$ cat config.mk
export PLATFORM = sky130hd
export DESIGN_NAME = obj_tile_counter
export DESIGN_NICKNAME = d
export VERILOG_FILES = /design/src/include/obj_defs.svh /design/src/obj_tile_counter.sv
export SDC_FILE = /design/constraint.sdc
export NUM_CORES = 1
export LEC_CHECK = 0
export BUFFER_PORTS_ARGS = -buffer_cell sky130_fd_sc_hd__buf_2
export CORE_AREA = 3 3 40 42
export CTS_BUF_LIST = sky130_fd_sc_hd__clkbuf_4 sky130_fd_sc_hd__clkbuf_8
export CTS_CLUSTER_SIZE = 8
export DETAILED_ROUTE_END_ITERATION = 10
export DIE_AREA = 0 0 43 45
export GPL_TIMING_DRIVEN = 0
export HOLD_SLACK_MARGIN = 0.08
export PLACE_DENSITY = 0.65
export SLEW_MARGIN = 20
export SYNTH_ARGS = -nofsm -noshare
export SYNTH_HDL_FRONTEND = slang
export SYNTH_SLANG_ARGS = --single-unit
$ cat constraint.sdc
create_clock -name clk -period 3.9 [get_ports clk]
set_clock_uncertainty 0.1 [all_clocks]
set_input_delay 0.78 -clock clk [delete_from_list [all_inputs] [get_ports clk]]
set_output_delay 0.78 -clock clk [all_outputs]
set_load 0.01 [all_outputs]
$ cat src/include/obj_defs.svh
// sprite line table sizes
// frame table geometry, line bank geometry and tile size in pixels

`ifndef OBJ_DEFS_SVH
`define OBJ_DEFS_SVH

// frame table, four words per record
`define OBJ_REC_N    256
`define OBJ_FRAME_AW 10

// one line bank
`define OBJ_LINE_N   128
`define OBJ_LINE_AW  7

// square tiles
`define OBJ_TILE_PX  16

`endif

$ cat src/obj_tile_counter.sv
// horizontal tile counter
// n counts tiles left to right, npos is the screen column after hflip

module obj_tile_counter (
    input  logic       clk,
    input  logic       rst,
    input  logic       load,
    input  logic       step,
    input  logic [3:0] tile_n,
    input  logic       hflip,
    output logic [3:0] n,
    output logic [3:0] npos,
    output logic       last_col
);

    always_ff @(posedge clk or posedge rst) begin
        if (rst) begin
            n    <= 4'd0;
            npos <= 4'd0;
        end else if (load) begin
            n    <= 4'd0;
            npos <= hflip ? tile_n : 4'd0;  // flipped sprites start at the right
        end else if (step) begin
            n <= n + 4'd1;
            if (hflip) begin
                npos <= npos - 4'd1;
            end else begin
                npos <= npos + 4'd1;
            end
        end
    end

    assign last_col = (n == tile_n);

    // the scanner must move to the next record after the last column
    a_no_step_past_end: assert property (
        @(posedge clk) disable iff (rst)
        step |-> !last_col
    );

endmodule

Word-level counts from Yosys, hierarchy flattened
Index checks and enable logic that the tools add are counted.
{ "totals": {"output_inout_bits": 9, "in_bits": 9, "reg_bits": 8} }
{ "classes": {"n_eq_ne": 1, "n_reduce_logical": 1, "mux": 6, "add_sub_neg": 3} }
{ "ops": {"columns": ["op", "count"], "rows": [
  ["two-way mux 4 bit", 6],
  ["adder 4 x 1 -> 4 bit, second input constant", 2],
  ["equality test 4 bit", 1],
  ["subtractor 4 x 1 -> 4 bit, second input constant", 1],
  ["nonzero test 2 bit", 1]
]} }

Logic depth before layout (Yosys ltp)
{ "logic_depth": {"ltp_word": 4, "depth_mapped": 5, "mapped_depth_nobuf": 5} }

Least setup slack after synthesis
OpenSTA, ideal clock, no wires.
{ "synth_timing": {"path_kind": "input-to-output", "from": "in tile_n[1]", "to": "out last_col", "n_path_buf": 0, "arrival_time_ps": 1381, "cell_stages": 2, "t_required_ps": 3020, "slack_ps": 1639, "cell_sequence": "xor2_1 > nor4_1"} }
{ "synth_via": {"elab_chain_len": 1} }
{ "synth_lines": {"columns": ["item", "line_no", "source"], "rows": [
  ["start, declared", "obj_tile_counter.sv:9", "input logic [3:0] tile_n,"],
  ["equality test 4 bit", "obj_tile_counter.sv:33", "assign last_col = (n == tile_n);"],
  ["end, declared", "obj_tile_counter.sv:13", "output logic last_col"]
]} }
Every way passes these cells.

Worst setup path after layout
Ends and elaborated chain as after synthesis.

==> out/results.ini <==
[sta]
fin_setup_tns_ns = 0
setup_slack_ns = 1.48
fin_crit_ns = 2.42
setup_viol = 0
slew_viol_final = 0
hold_viol_final = 0
fin_crit_sh_pct = 62.2
fin_hold_ws_ns = 0.361
slew_headroom_pct = 75.2
max_freq_mhz = 412
rsz0062_at_grt = false
worst_pin_slew_ns = 0.372

[power]
irDropWorstVdd_mv = 0.192
clock_power_share_pct = 27.1
seqPwrFrac_pct = 42.7
p_per_area_nw_per_um2 = 367
p_sw_uw = 76.5
comb_power_share_pct = 30.2
p_sw_share_pct = 32.2
leakage_uw = 0.000340
power_uw = 238
internal_power_uw = 161

[floorplanning]
start_util_pct = 40.9
io_pins = 18
row_count = 13
dieArea_um2 = 1940
dieWidth_um = 43
die_y_um = 45
fp.coreArea_um2 = 1280

[critical_path]
critical_path_required_ns = 3.02
start_kind = primary input
crit_path_end_kind = output pin
cp.arrival_ns = 1.54
critPathMaxFanout = 2
timing_worst_setup_path_type = primary input to output pin

[grt]
grt_pass1_wl_mm = 1.91
use_met1_pct = 17.8
grt_overflow = 0
track_usage_pct = 13.2
antenna_found_initial = 0
grt_pass1_vias = 453
grt.met3_usage_pct = 2.39
grt_max_degree = 11
met2_usage_pct = 20.4
grt_busiest_layer = met2

[status]
outcome = finished clean

[placement]
hpwl_um = 824
place_area_um2 = 624
pre_cts_slack_ns = 1.49
place.gp.congestion = 0.729
port_buffers = 16

[worst_hold_path]
hold_class = primary input to async pin

[clock_tree]
cts.path.max_buffers = 2
clk_latency_ns = 0.26
clk_pin_slew_ns = 0.06
ctsHoldBuffers = 0
cts.repair.resized = 0
clock-root-buffer = clkbuf_4
h-tree-depth = 1
cts_made_buffers = 3
cts_setup_buffers = 0
cts_tree = built
cts_num_sinks = 8

[yosys]
synthTopCellsByArea = dfrtp_1 38%, xor2_1 10%, ha_1 7.1%
yosys.area.top_type = dfrtp_1
syn_area_um2 = 526
ys_ff_latch = 8
postSynthAreaPerCell_um2 = 9.38
ys_types = 21
synth_fp_nets = 69
yosysWarnings = 0
synthCells = 56
seq_area_frac_synth_pct = 38.1
synth_top_area_share_pct = 38.1

[detailed_routing]
ant_nets = 0
avgRoutedWirePerCell_um = 11.9
wirelength_mm = 1.07
viasPerCell = 5.16
vias = 464
dr.first_iter.drc_count = 3
drc = 0
drt_first_pass_iters = 4

[layout]
final_area_um2 = 647
final_common_cell = buf_2
drive_gt1_share_pct = 28.0
multi_input_area_um2 = 302
nets = 90
mostFrequentLayoutCells = 17 x buf_2, 8 x dfrtp_1, 6 x o21ai_0, 6 x nor2_1, 6 x xor2_1
fill_cells = 135
regArea_um2 = 200
antenna_cells = 0
syn2layout_area_growth_pct = 23.1

[run]
max-cap-violations = 0

[cell type report]
cell class / instances / share of cell area, %
Sequential cell: 8 / 30.9
Clock buffer: 3 / 3.48
Timing Repair Buffer: 16 / 12.4
Tap cell: 15 / 2.90
Multi-Input combinational cell: 42 / 46.6
Buffer: 2 / 1.35
Inverter: 4 / 2.32
[flip-flops by register name, indices dropped and copies added (netlist names)]
name and flops:
npos 4, n 4
[metrics by stage]
stage / util (%) / std cells
after global placement: 48.6 / 87
after detailed placement: 48.6 / 87
after global routing: 50.3 / 90
final: 50.3 / 90
after CTS: 50.3 / 90
after floorplan: - / 56
[worst max-delay path, cell delays in order]
cell	delay [ns]
buf_2	0.11
xor2_1	0.15
nor4_1	0.31
buf_2	0.19
[power by group through the flow]
| stage | combinational [uW] | clock [uW] | sequential, uW |
|---|---|---|---|
| floorplan | 44.6 | 0 | 107 |
| global placement | 71.3 | 0 | 103 |
| detailed placement | 72.9 | 0 | 103 |
| CTS | 73.3 | 65.9 | 102 |
| global route | 83.9 | 71.6 | 104 |
| finish | 71.8 | 64.4 | 101 |
[final timing paths]
path	to	slack [ns]	depth (start not counted)	start
worst min register to register	npos[2]	0.50	2	npos[2]
worst min-delay path	npos[3]	0.36	2	rst
max in group asynchronous	n[1]	3.10	2	rst
min in group clk	npos[2]	0.50	2	npos[2]
worst max-delay path	last_col	1.48	4	tile_n[1]
worst max register to register	npos[3]	2.14	5	npos[1]
[metal layers]
layer / vias up / share of wire (%)
li1: 227 / -
met1: 215 / 49
met2: 19 / 42
met3: 3 / 6.5
met4: 0 / 2.2
met5: - / 0
[synthesized netlist by cell type]
cell	instances
dfrtp_1	8
nor2_1	6
o21ai_0	6
xor2_1	6
inv_1	4
nand3_1	4
ha_1	3
mux2i_1	3
xnor2_1	3
nand2_1	2
a211oi_2	1
buf_2	1
clkbuf_1	1
fa_1	1
nand2b_1	1
nand4_1	1
nor3_1	1
nor4_1	1
o211ai_1	1
o21ai_1	1
or3_1	1
[logic make-up after synthesis]
family,Yosys count,share of synthesized area (%)
fa+ha+maj,4,11.0
compound gates,9,10.5
buf+inv,6,4.52
xor+xnor,9,15.0
mux,3,5.71
simple gates,17,15.2
flops,8,38.1
(Power assumes the default switching activity.)
