==> config.mk <==
export PLATFORM = sky130hd
export DESIGN_NAME = obj_vmatch
export DESIGN_NICKNAME = d
export VERILOG_FILES = /design/src/obj_types_pkg.sv /design/src/obj_vmatch.sv
export VERILOG_INCLUDE_DIRS = /design/src /design/src/include
export SDC_FILE = /design/constraint.sdc
export NUM_CORES = 1
export LEC_CHECK = 0
export ABC_AREA = 1
export BUFFER_PORTS_ARGS = -buffer_cell sky130_fd_sc_hd__buf_2
export CAP_MARGIN = 10
export CELL_PAD_IN_SITES_DETAIL_PLACEMENT = 0
export CELL_PAD_IN_SITES_GLOBAL_PLACEMENT = 1
export CORE_MARGIN = 1.5
export CORE_UTILIZATION = 28
export DETAILED_ROUTE_END_ITERATION = 6
export MAX_ROUTING_LAYER = met4
export PLACE_DENSITY_LB_ADDON = 0.12
export SLEW_MARGIN = 20
export SYNTH_ARGS = -nofsm -noshare
export SYNTH_HDL_FRONTEND = slang
export SYNTH_SLANG_ARGS = --single-unit
==> constraint.sdc <==
create_clock -name vclk -period 3.8
set_input_delay 0.19 -clock vclk [all_inputs]
set_output_delay 0.19 -clock vclk [all_outputs]
set_load 0.1 [all_outputs]
==> src/include/obj_defs.svh <==
// sprite line table sizes
// frame table geometry, line bank geometry and tile size in pixels

`ifndef OBJ_DEFS_SVH
`define OBJ_DEFS_SVH

// frame table, four words per record
`define OBJ_REC_N    256
`define OBJ_FRAME_AW 10

// one line bank
`define OBJ_LINE_N   128
`define OBJ_LINE_AW  7

// square tiles
`define OBJ_TILE_PX  16

`endif

==> src/obj_types_pkg.sv <==
// sprite data types
// frame table attribute word and the 48-bit line buffer entry

package obj_types_pkg;

    // attribute word as stored in the frame table
    typedef struct packed {
        logic [3:0] tile_m;   // extra rows
        logic [3:0] tile_n;   // extra columns
        logic       spare;
        logic       vflip;
        logic       hflip;
        logic [4:0] pal;
    } obj_attr_t;

    // one entry of a line bank, read by the renderer
    typedef struct packed {
        logic [15:0] info;    // {4'd0, vsub, attr[7:0]}
        logic [15:0] code;    // tile code with row and column applied
        logic [15:0] x;       // tile x position
    } line_entry_t;

    // unused slot marker
    localparam line_entry_t LINE_FILL = '1;

endpackage

==> src/obj_vmatch.sv <==
// vertical hit test for one sprite record
// finds the tile row that covers the render line and builds the tile code

`include "obj_defs.svh"

module obj_vmatch (
    input  logic [8:0]             vrender,
    input  obj_types_pkg::obj_attr_t attr,
    input  logic [15:0]            obj_y,
    input  logic [15:0]            obj_code,
    input  logic [3:0]             n,
    output logic                   inzone,
    output logic [3:0]             vsub,
    output logic [15:0]            code_mn
);

    logic [8:0] offset;   // line offset inside the sprite, mod 512
    logic [8:0] zone_h;   // sprite height in lines
    logic [3:0] m;
    logic [3:0] row;

    assign offset = vrender - obj_y[8:0];
    assign zone_h = 9'(({1'b0, attr.tile_m} + 5'd1) * `OBJ_TILE_PX);
    assign inzone = offset < zone_h;

    // offset is below 256 when in zone, so bits 7:4 give the row
    assign m = offset[7:4];

    always_comb begin
        if (attr.vflip) begin
            row  = attr.tile_m - m;
            vsub = ~offset[3:0];
        end else begin
            row  = m;
            vsub = offset[3:0];
        end
    end

    // row and column add into separate nibbles, no carry across
    assign code_mn = {
        obj_code[15:8],
        obj_code[7:4] + row,
        obj_code[3:0] + n
    };

endmodule

* After elaboration in Yosys (flattened, before gate mapping)
Cells that the tools add are included.
Storage, ports and cells: register bits 0, input bits 61
Cells by class: add/sub/neg operators 5, bitwise logic cells 1, magnitude comparators 1, mux-type cells 2
Operator list (number):
- < comparator 9 bit | 1
- subtractor 9 bit | 1
- adder 4 bit | 2
- 2-to-1 mux 4 bit | 2
- adder 4 x 1 -> 5 bit (second input constant) | 1
- inverter 4 bit | 1
- subtractor 4 bit | 1

* Longest topological paths before layout
depth in word-level cells 4, mapped depth 25, mapped depth without buffers 25

* Worst setup path after synthesis
OpenSTA, ideal clock, no wires.
path type in2out, start in vrender[0], end out code_mn[6], cell stages on the path 16, buffers on the path 0, slack -461 ps, data arrival time 4071 ps, path through inv_1 -> ha_1 -> inv_1 -> fa_1 -> nand3_1 -> nand2_1 -> or2_1 -> nand2_2 -> inv_2 -> ha_1 -> fa_1 -> or2_2 -> a21oi_1 -> a21oi_2 -> ha_1 -> xor2_1
On the way: cells in the longest elaborated chain, start to end 4
Ends and longest elaborated chain:
- start: declaration | RTL line obj_vmatch.sv:7 | input logic [8:0] vrender,
- subtractor 9 bit (*) | RTL line obj_vmatch.sv:22 | assign offset = vrender - obj_y[8:0];
- subtractor 4 bit | RTL line obj_vmatch.sv:31 | row = attr.tile_m - m;
- 2-to-1 mux 4 bit (*) | RTL line obj_vmatch.sv:30 | if (attr.vflip) begin
- adder 4 bit (*) | RTL line obj_vmatch.sv:42 | obj_code[7:4] + row,
- end: declaration | RTL line obj_vmatch.sv:14 | output logic [15:0] code_mn
Every way passes the cells marked *; elsewhere a longest branch is shown, timed or not.

* Worst setup path in the final report
start in vrender[0], end out code_mn[7]
The elaborated chain is that of the path after synthesis.

==> metrics <==
crit end category=primary output; RSZ-0062 raised after global routing=true; drt first pass iters=4; status=finished clean; DP HPWL=2237 um; Seq/Total Area, Yosys=0%; Synth cell types=22; f_max=272.6 MHz; I/O pin count=82; CP max-delay cell=fa_2; hold_buf cts=0; Post-Route Utilization=40.84%; GRT Total Usage=11.77%; dpl cells=254; crit path max fanout=3; # nets final=299; row cnt=22; commonest non-fill, non-tap cells in the layout=buf_2 (45), inv_1 (30), ha_1 (20), nand2_1 (19), nand2_2 (14); Final Cycle Share=96.55%; core footprint=3744 um^2; Routed Antenna Nets=0; relative slew slack=67.82%; drt via density=4.377; FFs & Latches=0; port buffer count=48; max_cap viols=0; Comb power frac=100.0%; number of remaining DRC errors=0; ANT cells=0; sw frac=69.73%; first-pass GRT wire length=4126 um; Fill cells=437; mean routed wirelength per cell=9.619 um; placed instance area=1444 um^2; P&R area growth vs syn=37.30%; RD Place Congestion=0.7742; grt ovf=0; Hold Path Class=in -> out; drt first-iter violations=3; commonest non-fill, non-tap cell in the layout=buf_2; P_leak=0.8549 nW; die area=4365 um^2; Layout Cell Area excl Fill=1529 um^2; Final Hold Vio Count=0; Seq pwr share=0%; Startpoint Class=input pin; final std cells w/o fill=257; minimum clock period=3.669 ns; DRT Wirelength=2472 um; vias in the first global route=1067; Yosys top cell by area=ha_1; largest net degree at the start of global routing=8; Synth area leaders=ha_1 (26%), inv_1 (11%), nand2_1 (8.1%); PD cells=412.9 nW/um^2; Mapped Cells=162; Vias=1125; Synth Area per Inst=6.874 um^2; CLK BUF=0; layout cells sized above 1=45.45%; Mapped Area=1114 um^2; Max IR drop VDD=0.0001488 V; Slew Viols, Final=0; Critical Path RT=3.61 ns; CP peak stage delay=0.40 ns; Final Power=631.3 uW; Yosys top cell area share=25.84%; Internal=191.1 uW; initial core utilization=29.75%; die width=66.07 um; Finish-stage setup viols=0; switching pwr=440.2 uW; CP most frequent cell=nand2_2; FF+latch area=0 um^2; syn_nets=250; Chip Height=66.07 um; measured slew at the worst slew-check pin=0.4860 ns; Clk pwr share=0%; initial antenna violation count=0; WS Path Type=in -> out; synth warn=0; CP arrival=3.48 ns
final timing paths:
kind | start | to | slack (ns) | cells past startpoint
worst max-delay path | vrender[0] | code_mn[7] | 0.13 | 27
worst min-delay path | obj_code[10] | code_mn[10] | 0.38 | 0
stage by stage:
stage               hold slack [ns]  worst slack [ns]   TNS [ns]
floorplan                    0.5915           0.06090          0
global placement             0.3812         -0.005169  -0.005169
detailed placement           0.3812          -0.06209   -0.06209
CTS                          0.3812          0.003039          0
global route                 0.3801          -0.07562   -0.07562
finish                       0.3800            0.1313          0
Yosys cell counts:
master / number
o21ai_2: 1
nand2_1: 24
xor2_2: 1
or2_2: 1
a21oi_2: 4
a21oi_1: 9
ha_1: 23
o221a_2: 1
nand4_1: 4
xnor2_1: 8
nand3_1: 13
nand2_4: 1
buf_4: 9
or2_1: 2
nor2_1: 3
inv_2: 2
xor2_1: 6
nand2_2: 9
inv_1: 34
fa_1: 4
o21bai_2: 1
nand3b_1: 2
routing by layer:
metal  wire [um]  vias up  GRT usage [%]
met2        1284       25          23.48
met4          14        0         0.7653
met3         122        4              0
li1            -      597              -
met1        1049      499          13.76
met5           0        -              -
area by class of cell:
class,instances,area [um^2],share of cell area [%]
Multi-Input combinational cell,117,988.4,64.65
Inverter,36,143.9,9.411
Tap cell,48,60.06,3.928
Timing Repair Buffer,56,336.6,22.01
logic make-up after synthesis:
logic type	synth area share [%]
xor+xnor	12.47
fa+ha+maj	33.03
compound gates	9.999
buf+inv	18.20
simple gates	26.29
worst max-delay path: cells and delay by family:
family | cells | cell delay [ns]
compound gates | 3 | 0.33
fa+ha+maj | 5 | 1.32
buf+inv | 7 | 0.54
simple gates | 12 | 1.06
timing repair:
| item | 4_1_cts | 5_1_grt |
|---|---|---|
| buffers inserted | 0 | 3 |
| pin swaps | 0 | 16 |
| endpoints found under the setup margin | 1 | 1 |
| resized for setup | 2 | 17 |
power groups by stage:
stage	Clock, mW	Sequential [mW]	Combinational, mW
floorplan	0	0	0.524
global placement	0	0	0.606
detailed placement	0	0	0.614
CTS	0	0	0.619
global route	0	0	0.679
finish	0	0	0.631
No activity file was read; power rests on OpenSTA's default activity.
