==> config.mk <==
export PLATFORM = sky130hd
export DESIGN_NAME = obj_line_fsm
export DESIGN_NICKNAME = d
export VERILOG_FILES = /design/src/obj_types_pkg.sv /design/src/obj_ctrl_pkg.sv /design/src/obj_line_fsm.sv
export VERILOG_INCLUDE_DIRS = /design/src /design/src/include
export SDC_FILE = /design/constraint.sdc
export NUM_CORES = 1
export LEC_CHECK = 0
export BUFFER_PORTS_ARGS = -buffer_cell sky130_fd_sc_hd__buf_2
export CAP_MARGIN = 20
export CORE_ASPECT_RATIO = 0.7
export CORE_MARGIN = 2
export CORE_UTILIZATION = 40
export DETAILED_ROUTE_END_ITERATION = 10
export SLEW_MARGIN = 20
export SYNTH_ARGS = -nofsm -noshare
export SYNTH_HDL_FRONTEND = slang
export SYNTH_SLANG_ARGS = --single-unit
==> constraint.sdc <==
create_clock -name clk -period 5.6 [get_ports clk]
set_clock_uncertainty 0.15 [all_clocks]
set_input_delay 0.28 -clock clk [delete_from_list [all_inputs] [get_ports clk]]
set_output_delay 0.28 -clock clk [all_outputs]
set_load 0.05 [all_outputs]
==> src/include/obj_defs.svh <==
// sprite line table sizes
// frame table geometry, line bank geometry and tile size in pixels

`ifndef OBJ_DEFS_SVH
`define OBJ_DEFS_SVH

// frame table, four words per record
`define OBJ_REC_N    256
`define OBJ_FRAME_AW 10

// one line bank
`define OBJ_LINE_N   128
`define OBJ_LINE_AW  7

// square tiles
`define OBJ_TILE_PX  16

`endif

==> src/obj_types_pkg.sv <==
// sprite data types
// frame table attribute word and the 48-bit line buffer entry

package obj_types_pkg;

    // attribute word as stored in the frame table
    typedef struct packed {
        logic [3:0] tile_m;   // extra rows
        logic [3:0] tile_n;   // extra columns
        logic       spare;
        logic       vflip;
        logic       hflip;
        logic [4:0] pal;
    } obj_attr_t;

    // one entry of a line bank, read by the renderer
    typedef struct packed {
        logic [15:0] info;    // {4'd0, vsub, attr[7:0]}
        logic [15:0] code;    // tile code with row and column applied
        logic [15:0] x;       // tile x position
    } line_entry_t;

    // unused slot marker
    localparam line_entry_t LINE_FILL = '1;

endpackage

==> src/obj_ctrl_pkg.sv <==
// line scanner control types
// one state per frame word fetch, then check, tile write and fill

package obj_ctrl_pkg;

    typedef enum logic [3:0] {
        idle,
        rd_attr,
        rd_code,
        rd_y,
        rd_x,
        check,    // zone and repeat test
        write,    // one entry per tile
        next,
        fill      // pad bank with all ones
    } scan_st_t;

endpackage

==> src/obj_line_fsm.sv <==
// sprite line scanner
// walks the frame table from record 255 down to 0, writes one entry
// per visible tile into the line bank and pads the rest with all ones

`include "obj_defs.svh"

module obj_line_fsm (
    input  logic                      clk,
    input  logic                      rst,
    input  logic                      start,
    input  logic [8:0]                vrender,
    output logic [`OBJ_FRAME_AW-1:0]  frame_addr,
    input  logic [15:0]               frame_data,
    input  logic                      inzone,
    output obj_types_pkg::obj_attr_t  attr,
    output logic [15:0]               obj_y,
    output logic [15:0]               obj_code,
    output logic [15:0]               obj_x,
    input  logic [15:0]               code_mn,
    input  logic [3:0]                vsub,
    output logic                      cnt_load,
    output logic                      cnt_step,
    input  logic [3:0]                npos,
    input  logic                      last_col,
    output logic                      wr_en,
    output logic [`OBJ_LINE_AW-1:0]   wr_addr,
    output obj_types_pkg::line_entry_t wr_entry,
    output logic                      done
);

    import obj_types_pkg::*;
    import obj_ctrl_pkg::*;

    scan_st_t               st;
    logic [`OBJ_LINE_AW-1:0] line_cnt;
    logic                   first;     // no predecessor for record 255
    logic                   last_rec;  // record 0 is being handled
    logic [15:0]            prev_attr;
    logic [15:0]            prev_code;
    logic [15:0]            prev_y;
    logic [15:0]            prev_x;
    logic                   repeated;
    logic                   keep;
    line_entry_t            tile_entry;

    assign repeated = (attr == prev_attr) && (obj_code == prev_code) &&
                      (obj_y == prev_y) && (obj_x == prev_x);
    assign keep     = inzone && (first || !repeated);

    // record words, the previous record is kept for the repeat test
    always_ff @(posedge clk) begin
        case (st)
            rd_attr: begin
                prev_attr <= attr;
                attr      <= frame_data;
            end
            rd_code: begin
                prev_code <= obj_code;
                obj_code  <= frame_data;
            end
            rd_y: begin
                prev_y <= obj_y;
                obj_y  <= frame_data;
            end
            rd_x: begin
                prev_x <= obj_x;
                obj_x  <= frame_data;
            end
            default: ;
        endcase
    end

    // frame_addr always points at the word latched in the following state
    always_ff @(posedge clk or posedge rst) begin
        if (rst) begin
            st         <= idle;
            frame_addr <= '1;   // attr word of record 255
            line_cnt   <= '0;
            first      <= 1'b0;
            last_rec   <= 1'b0;
            done       <= 1'b0;
        end else begin
            done <= 1'b0;
            case (st)
                idle: if (start) begin
                    frame_addr <= frame_addr - 1'b1;
                    line_cnt   <= '0;
                    first      <= 1'b1;
                    last_rec   <= 1'b0;
                    st         <= rd_attr;
                end
                rd_attr: begin
                    frame_addr <= frame_addr - 1'b1;
                    st         <= rd_code;
                end
                rd_code: begin
                    frame_addr <= frame_addr - 1'b1;
                    st         <= rd_y;
                end
                rd_y: begin
                    last_rec   <= (frame_addr[`OBJ_FRAME_AW-1:2] == '0);
                    frame_addr <= frame_addr - 1'b1;  // next record's attr
                    st         <= rd_x;
                end
                rd_x: st <= check;
                check: begin
                    first <= 1'b0;
                    if (keep) begin
                        st <= write;
                    end else if (last_rec) begin
                        st <= fill;
                    end else begin
                        frame_addr <= frame_addr - 1'b1;
                        st         <= rd_attr;
                    end
                end
                write: begin
                    line_cnt <= line_cnt + 1'b1;
                    if (&line_cnt) begin  // line full, stop early
                        frame_addr <= '1;
                        done       <= 1'b1;
                        st         <= idle;
                    end else begin
                        st <= next;
                    end
                end
                next: begin
                    if (!last_col) begin
                        st <= write;
                    end else if (last_rec) begin
                        st <= fill;
                    end else begin
                        frame_addr <= frame_addr - 1'b1;
                        st         <= rd_attr;
                    end
                end
                fill: begin
                    line_cnt <= line_cnt + 1'b1;
                    if (&line_cnt) begin
                        frame_addr <= '1;
                        done       <= 1'b1;
                        st         <= idle;
                    end
                end
                default: st <= idle;
            endcase
        end
    end

    // counter loads during every check, using the attr just latched
    assign cnt_load = (st == check);
    assign cnt_step = (st == next) && !last_col;

    assign tile_entry.info = {4'd0, vsub, attr[7:0]};
    assign tile_entry.code = code_mn;
    assign tile_entry.x    = obj_x + 16'(npos) * 16'(`OBJ_TILE_PX);

    assign wr_en    = (st == write) || (st == fill);
    assign wr_addr  = line_cnt;
    assign wr_entry = (st == fill) ? LINE_FILL : tile_entry;

    // slot index only counts up between start and done
    a_no_wrap: assert property (
        @(posedge clk) disable iff (rst)
        (st != idle) |=> (st == idle) || (wr_addr >= $past(wr_addr))
    );

    // done follows the write of the last slot
    a_done_src: assert property (
        @(posedge clk) disable iff (rst)
        done |-> $past(wr_en && &wr_addr)
    );

    // bank and zone test both depend on vrender staying put
    a_vrender_stable: assert property (
        @(posedge clk) disable iff (rst)
        (st != idle) |=> $stable(vrender)
    );

endmodule

* Yosys cells after proc, flatten, opt, wreduce, memory -nomap -nowiden
Index checks and enable logic that the tools add are counted.
** Storage, ports and cells
- Register bits after elaboration :: 152
- Bits in latches :: 0
- RAM bits :: 0
- Memory bits (read-only) :: 0
- Bits of input ports :: 54
- Output and inout port bits :: 133
- Word-level logic and storage cells :: 84
- Memories :: 0
** Cells by class
- Add/subtract/negate cells :: 3
- Multipliers :: 0
- Div/mod/pow operators :: 0
- Magnitude comparators :: 0
- Eq/ne operators :: 17
- Shift-type cells :: 0
- Mux-type cells :: 22
- Bitwise operators :: 0
- Reduce and logical (&&, ||, !) cells :: 23
** Operators with widths (number)
- 16-bit == test :: 4
- 10-bit two-way mux :: 5
- 10-bit one-hot mux with 5 select lines :: 1
- 48-bit two-way mux :: 1
- 4-bit one-hot mux with 9 select lines :: 1
- 4-bit two-way mux :: 5
- 16-bit by 8-bit adder with 16-bit output :: 1
- 4-bit by 3-bit == test with 1-bit output, second input constant :: 4
- 7-bit one-hot mux with 2 select lines :: 1
- 10-bit by 1-bit subtractor with 10-bit output, second input constant :: 1
- 4-bit by 2-bit == test with 1-bit output, second input constant :: 2
- 8-bit zero test :: 1
- 2-bit inequality test, second input constant :: 4
- 2-bit AND reduction :: 4
- 7-bit by 1-bit adder with 7-bit output, second input constant :: 1
- 7-bit two-way mux :: 1
- 7-bit AND reduction :: 1
- 2-bit nonzero test :: 3
- 1-bit logical AND :: 5
- 5-bit AND reduction :: 1
- 5-bit nonzero test :: 1
- 4-bit by 1-bit == test with 1-bit output, second input constant :: 1
- 4-bit == test, second input constant :: 1
- 4-bit zero test :: 1
- 8 further kinds :: 14

* Longest topological paths before layout
- Word-level depth :: 9
- Gate-level depth with buffers :: 9
- Mapped depth without buffers :: 9

* Worst setup path after synthesis
OpenSTA, ideal clock, no wires.
- Kind :: register to register
- Start point :: register st[2]
- End point :: register obj_x[0] (enable)
- Arrival :: 4.211 ns
- Required time :: 4.937 ns
- Setup slack :: 0.725 ns
- Cell stages (with the launch flop) :: 4
- Clock period less this slack :: 4.875 ns
- Path through :: dfrtp_1 clkbuf_1 clkbuf_1 nor4b_1
** On the way
- Cells in the longest elaborated chain, start to end :: 1
** Ends and longest elaborated chain
- start, declared :: RTL line obj_line_fsm.sv:34 : scan_st_t st;
- start signal, assigned :: RTL line obj_line_fsm.sv:76 : st <= idle;
- start signal, assigned :: RTL line obj_line_fsm.sv:90 : st <= rd_attr;
- start signal, assigned :: RTL line obj_line_fsm.sv:94 : st <= rd_code;
- 4-bit by 3-bit == test with 1-bit output :: RTL line obj_line_fsm.sv:52 : case (st)
- end signal, assigned :: RTL line obj_line_fsm.sv:67 : obj_x <= frame_data;
- end, declared :: RTL line obj_line_fsm.sv:18 : output logic [15:0] obj_x,
Every way passes these cells.
A chain may end at the register's enable or synchronous reset.

* Worst setup path in the final report
- Start point :: register obj_x[5]
- End point :: register st[2]
** On the way
- Cells in the longest elaborated chain, start to end :: 7
** Ends and longest elaborated chain
- 16-bit == test :: RTL line obj_line_fsm.sv:47 : (obj_y == prev_y) && (obj_x == prev_x);
- 1-bit logical AND :: RTL line obj_line_fsm.sv:47
- 1-bit zero test :: RTL line obj_line_fsm.sv:48 : assign keep = inzone && (first || !repeated);
- 1-bit logical OR :: RTL line obj_line_fsm.sv:48
- 1-bit logical AND :: RTL line obj_line_fsm.sv:48
- 4-bit two-way mux :: RTL line obj_line_fsm.sv:108 : if (keep) begin
- 4-bit one-hot mux with 9 select lines :: RTL line obj_line_fsm.sv:84 : case (st)
- end signal, assigned :: RTL line obj_line_fsm.sv:90
- end signal, assigned :: RTL line obj_line_fsm.sv:109 : st <= write;
- end signal, assigned :: RTL line obj_line_fsm.sv:111 : st <= fill;
Every way passes these cells.

==> metrics <==
Reg power frac approximately two fifths; global-route usage over all layers 18.8%; critical setup path kind register to register; Yosys cell types 51; Multi-input gate area 1970 sq um; placed cell areas 7710 sq um; mapped cell area 6560 sq um; Die H 111 um; share of the synthesized area in the top cell type 58.6%; layout cells sized above 1 37.7%; Post-Route WL ~16 mm; outcome finished, final reports clean; Post-layout nets 741; Post-Synth Adder-Cell Area roughly 1.4%; initial antenna violation count 0; H-Tree Level Count 4; Async SR Flop Fraction 15.8%; worst hold margin 0.161 ns; Sw Ratio 42.0%; Synth Area in Compound Gates 6.03%; main combinational cell family by area after synthesis simple AND/OR/NAND/NOR gates; core footprint 16200 sq um; global-route wire length before repair 24.1 mm; Max Cap Viol 0; total negative slack 0 ns; final hold violations 0; leakage 3.46 nW; Hold Path Class primary input to register; Pwr Density 573 nW/um^2; grt total ovfl 0; gpl congestion 0.826; Worst-Skew Late Latency 0.43 ns; Max Fclk 290 MHz; top layer in use met4; Antenna Violating Nets Remaining 0; synthesized flop and latch total 152; fin crit period around 3.4 ns; routed wl met3 1.05 mm; largest net degree at the start of global routing 39; Tightest Pin Transition slightly below 1 ns; Met2 Routed Length 7.10 mm; # rows 39; vias 4578; synth top area cells edfxtp_1, xor2_1, dfrtp_1, dfstp_2, or2_2; synthesized instance count 475; worst rel slew slack 33.7%; CTS Buffer Depth 2; Post-synth top cells edfxtp_1, xor2_1, or2_2; Comb power frac 36.4%; Die ar. 17500 sq um; top_reg_cell synth edfxtp_1; startpoint class of the critical path register; Period Utilization, post-route about three fifths; Seq/Total Area, Yosys between 60% and 70%; Mapped Avg Cell Area 13.8 sq um; initial core utilization 40.5%; most frequent cell after synthesis edfxtp_1; switching power ~2 mW; Reg clk slew, reported paths 0.07 ns; clk sinks 152; mux cell area share after synthesis less than 1%; EDFF count, synth 128; CTS tree yes; post-layout instance count excluding filler cells 918; CTS buffer count 17; Routed met1 length 7.81 mm; Via density between 4 and 5; clock root buffer clkbuf_16; simple-gate share of the synthesized area 13.8%; area leader, netlist edfxtp_1; CP endpoint kind register; Reg area 4460 sq um; Post-DP HPWL about 11 mm; RSZ-0062 raised after global routing false; Inserted Diodes 0; # placed instances 868; Max IR drop VDD 262 uV; Util after Layout 52.4%; Area Growth Syn to Fin 29.5%; # setup viols final 0; Fill cells 1417; drt wl/cell ~18 um; syn_nets around 540; number of top-level pins 187; Slew Viols, Final 0; # DRC 0; TritonRoute pass-1 iters 5; 1st-iter DRT viols 287; Worst EP required about 5.7 ns; CP max FO 5; CP Data Arrival Time 3.57 ns; number of global-route vias before repair 4341; Die W around 160 um; Ys Warns 0; power share of the clock group 24.1%; post-route cell area around 8500 sq um; Synth Area in XOR/XNOR 8.28%; Internal Power approximately 2.8 mW; # port buffers 177
layer usage:
layer | track usage [%] | up-vias
met1 | 27.5 | 2261
met3 | 6.10 | 11
met4 | 4.48 | 0
li1 | - | 2139
met2 | 27.2 | 167
met5 | 0 | -
worst paths after layout:
kind / start / end / slack (ns) / cells after the start
setup / recovery: obj_x[5]$_DFFE_PP_ / st[2]$_DFFE_PP0P_ / 2.15 / 7
hold / removal: last_col / st[1]$_DFFE_PP0P_ / 0.16 / 6
setup reg to reg: obj_x[5]$_DFFE_PP_ / st[2]$_DFFE_PP0P_ / 2.15 / 7
hold reg to reg: obj_code[12]$_DFFE_PP_ / prev_code[12]$_DFFE_PP_ / 0.34 / 0
max in group asynchronous: rst / done$_DFF_PP0_ / 4.24 / 3
min in group asynchronous: rst / wr_addr[0]$_DFFE_PP0P_ / 0.47 / 3
layout by cell type, fill, tap and decap left out, types with 3 or more instances in the layout:
cell           count
and3_1             6
o21ai_0           15
a221oi_1           4
nand3b_1           4
clkbuf_1           3
dlygate4sd3_1     18
nand2b_1           6
nand4_1            5
nor2b_1           19
or2_2             33
xor2_1            52
nand2_1           22
buf_2            177
bufinv_16          3
ha_1               6
nor3_1            11
a22o_1             4
buf_4              5
a2111oi_0          3
xnor2_1           10
nor4_1            11
edfxtp_1         128
nand3_1           13
a22oi_1            3
a21oi_1            5
clkbuf_16         17
dfstp_2           10
nor2_1            21
a21o_1             5
inv_6              4
inv_1             19
dfrtp_1           14
a31oi_1            3
critical path, stage by stage, from the launching register on:
cell,delay (ns)
edfxtp_1,0.50
xor2_1,0.20
nor4_1,0.68
nand4_1,0.22
or4_1,0.60
or4b_4,0.59
a31oi_4,0.23
a311oi_1,0.12
state kept, by name (all words and copies together), names as in the netlist:
signal / cells
obj_y: 16
attr: 16
prev_code: 16
prev_x: 16
done: 1
st: 4
prev_y: 16
prev_attr: 16
obj_code: 16
wr_addr: 7
frame_addr: 10
obj_x: 16
first: 1
last_rec: 1
area by class of cell:
class,instances,share of cell area [%]
Timing Repair Buffer,200,13.0
Clock inverter,12,1.93
Tap cell,225,3.32
Multi-Input combinational cell,289,23.3
Sequential cell,152,52.5
Inverter,20,0.884
Clock buffer,20,5.14
cell families after synthesis:
logic type                 count (synthesis)
and+or+nand+nor                          163
xor gates and xnor gates                  62
adders and majority gates                  7
buffers and inverters                     34
DFF                                      152
AOI/OAI and AO/OA                         55
muxes                                      2
power by group through the flow:
| stage | clock network, mW | registers (mW) | logic [mW] |
|---|---|---|---|
| after floorplan | 0 | 2.38 | 0.843 |
| after global placement | 0 | 1.93 | 1.75 |
| after detailed placement | 0 | 1.95 | 1.77 |
| after CTS | 1.20 | 1.93 | 1.79 |
| after global routing | 1.24 | 1.97 | 1.89 |
| final | 1.17 | 1.93 | 1.77 |
metrics by stage:
stage | setup slack, ns | total power [mW]
floorplan | 0.725 | 3.22
global placement | 2.37 | 3.68
CTS | 2.11 | 4.91
detailed placement | 2.23 | 3.72
global route | 1.90 | 5.10
finish | 2.15 | 4.87
timing repair:
| item | in CTS | in global routing |
|---|---|---|
| setup buffers | 0 | 0 |
| hold buffers | 18 | 0 |
| hold endpoints to repair | 79 | 0 |
| resized for setup | 0 | 0 |
(Power assumes the default switching activity.)
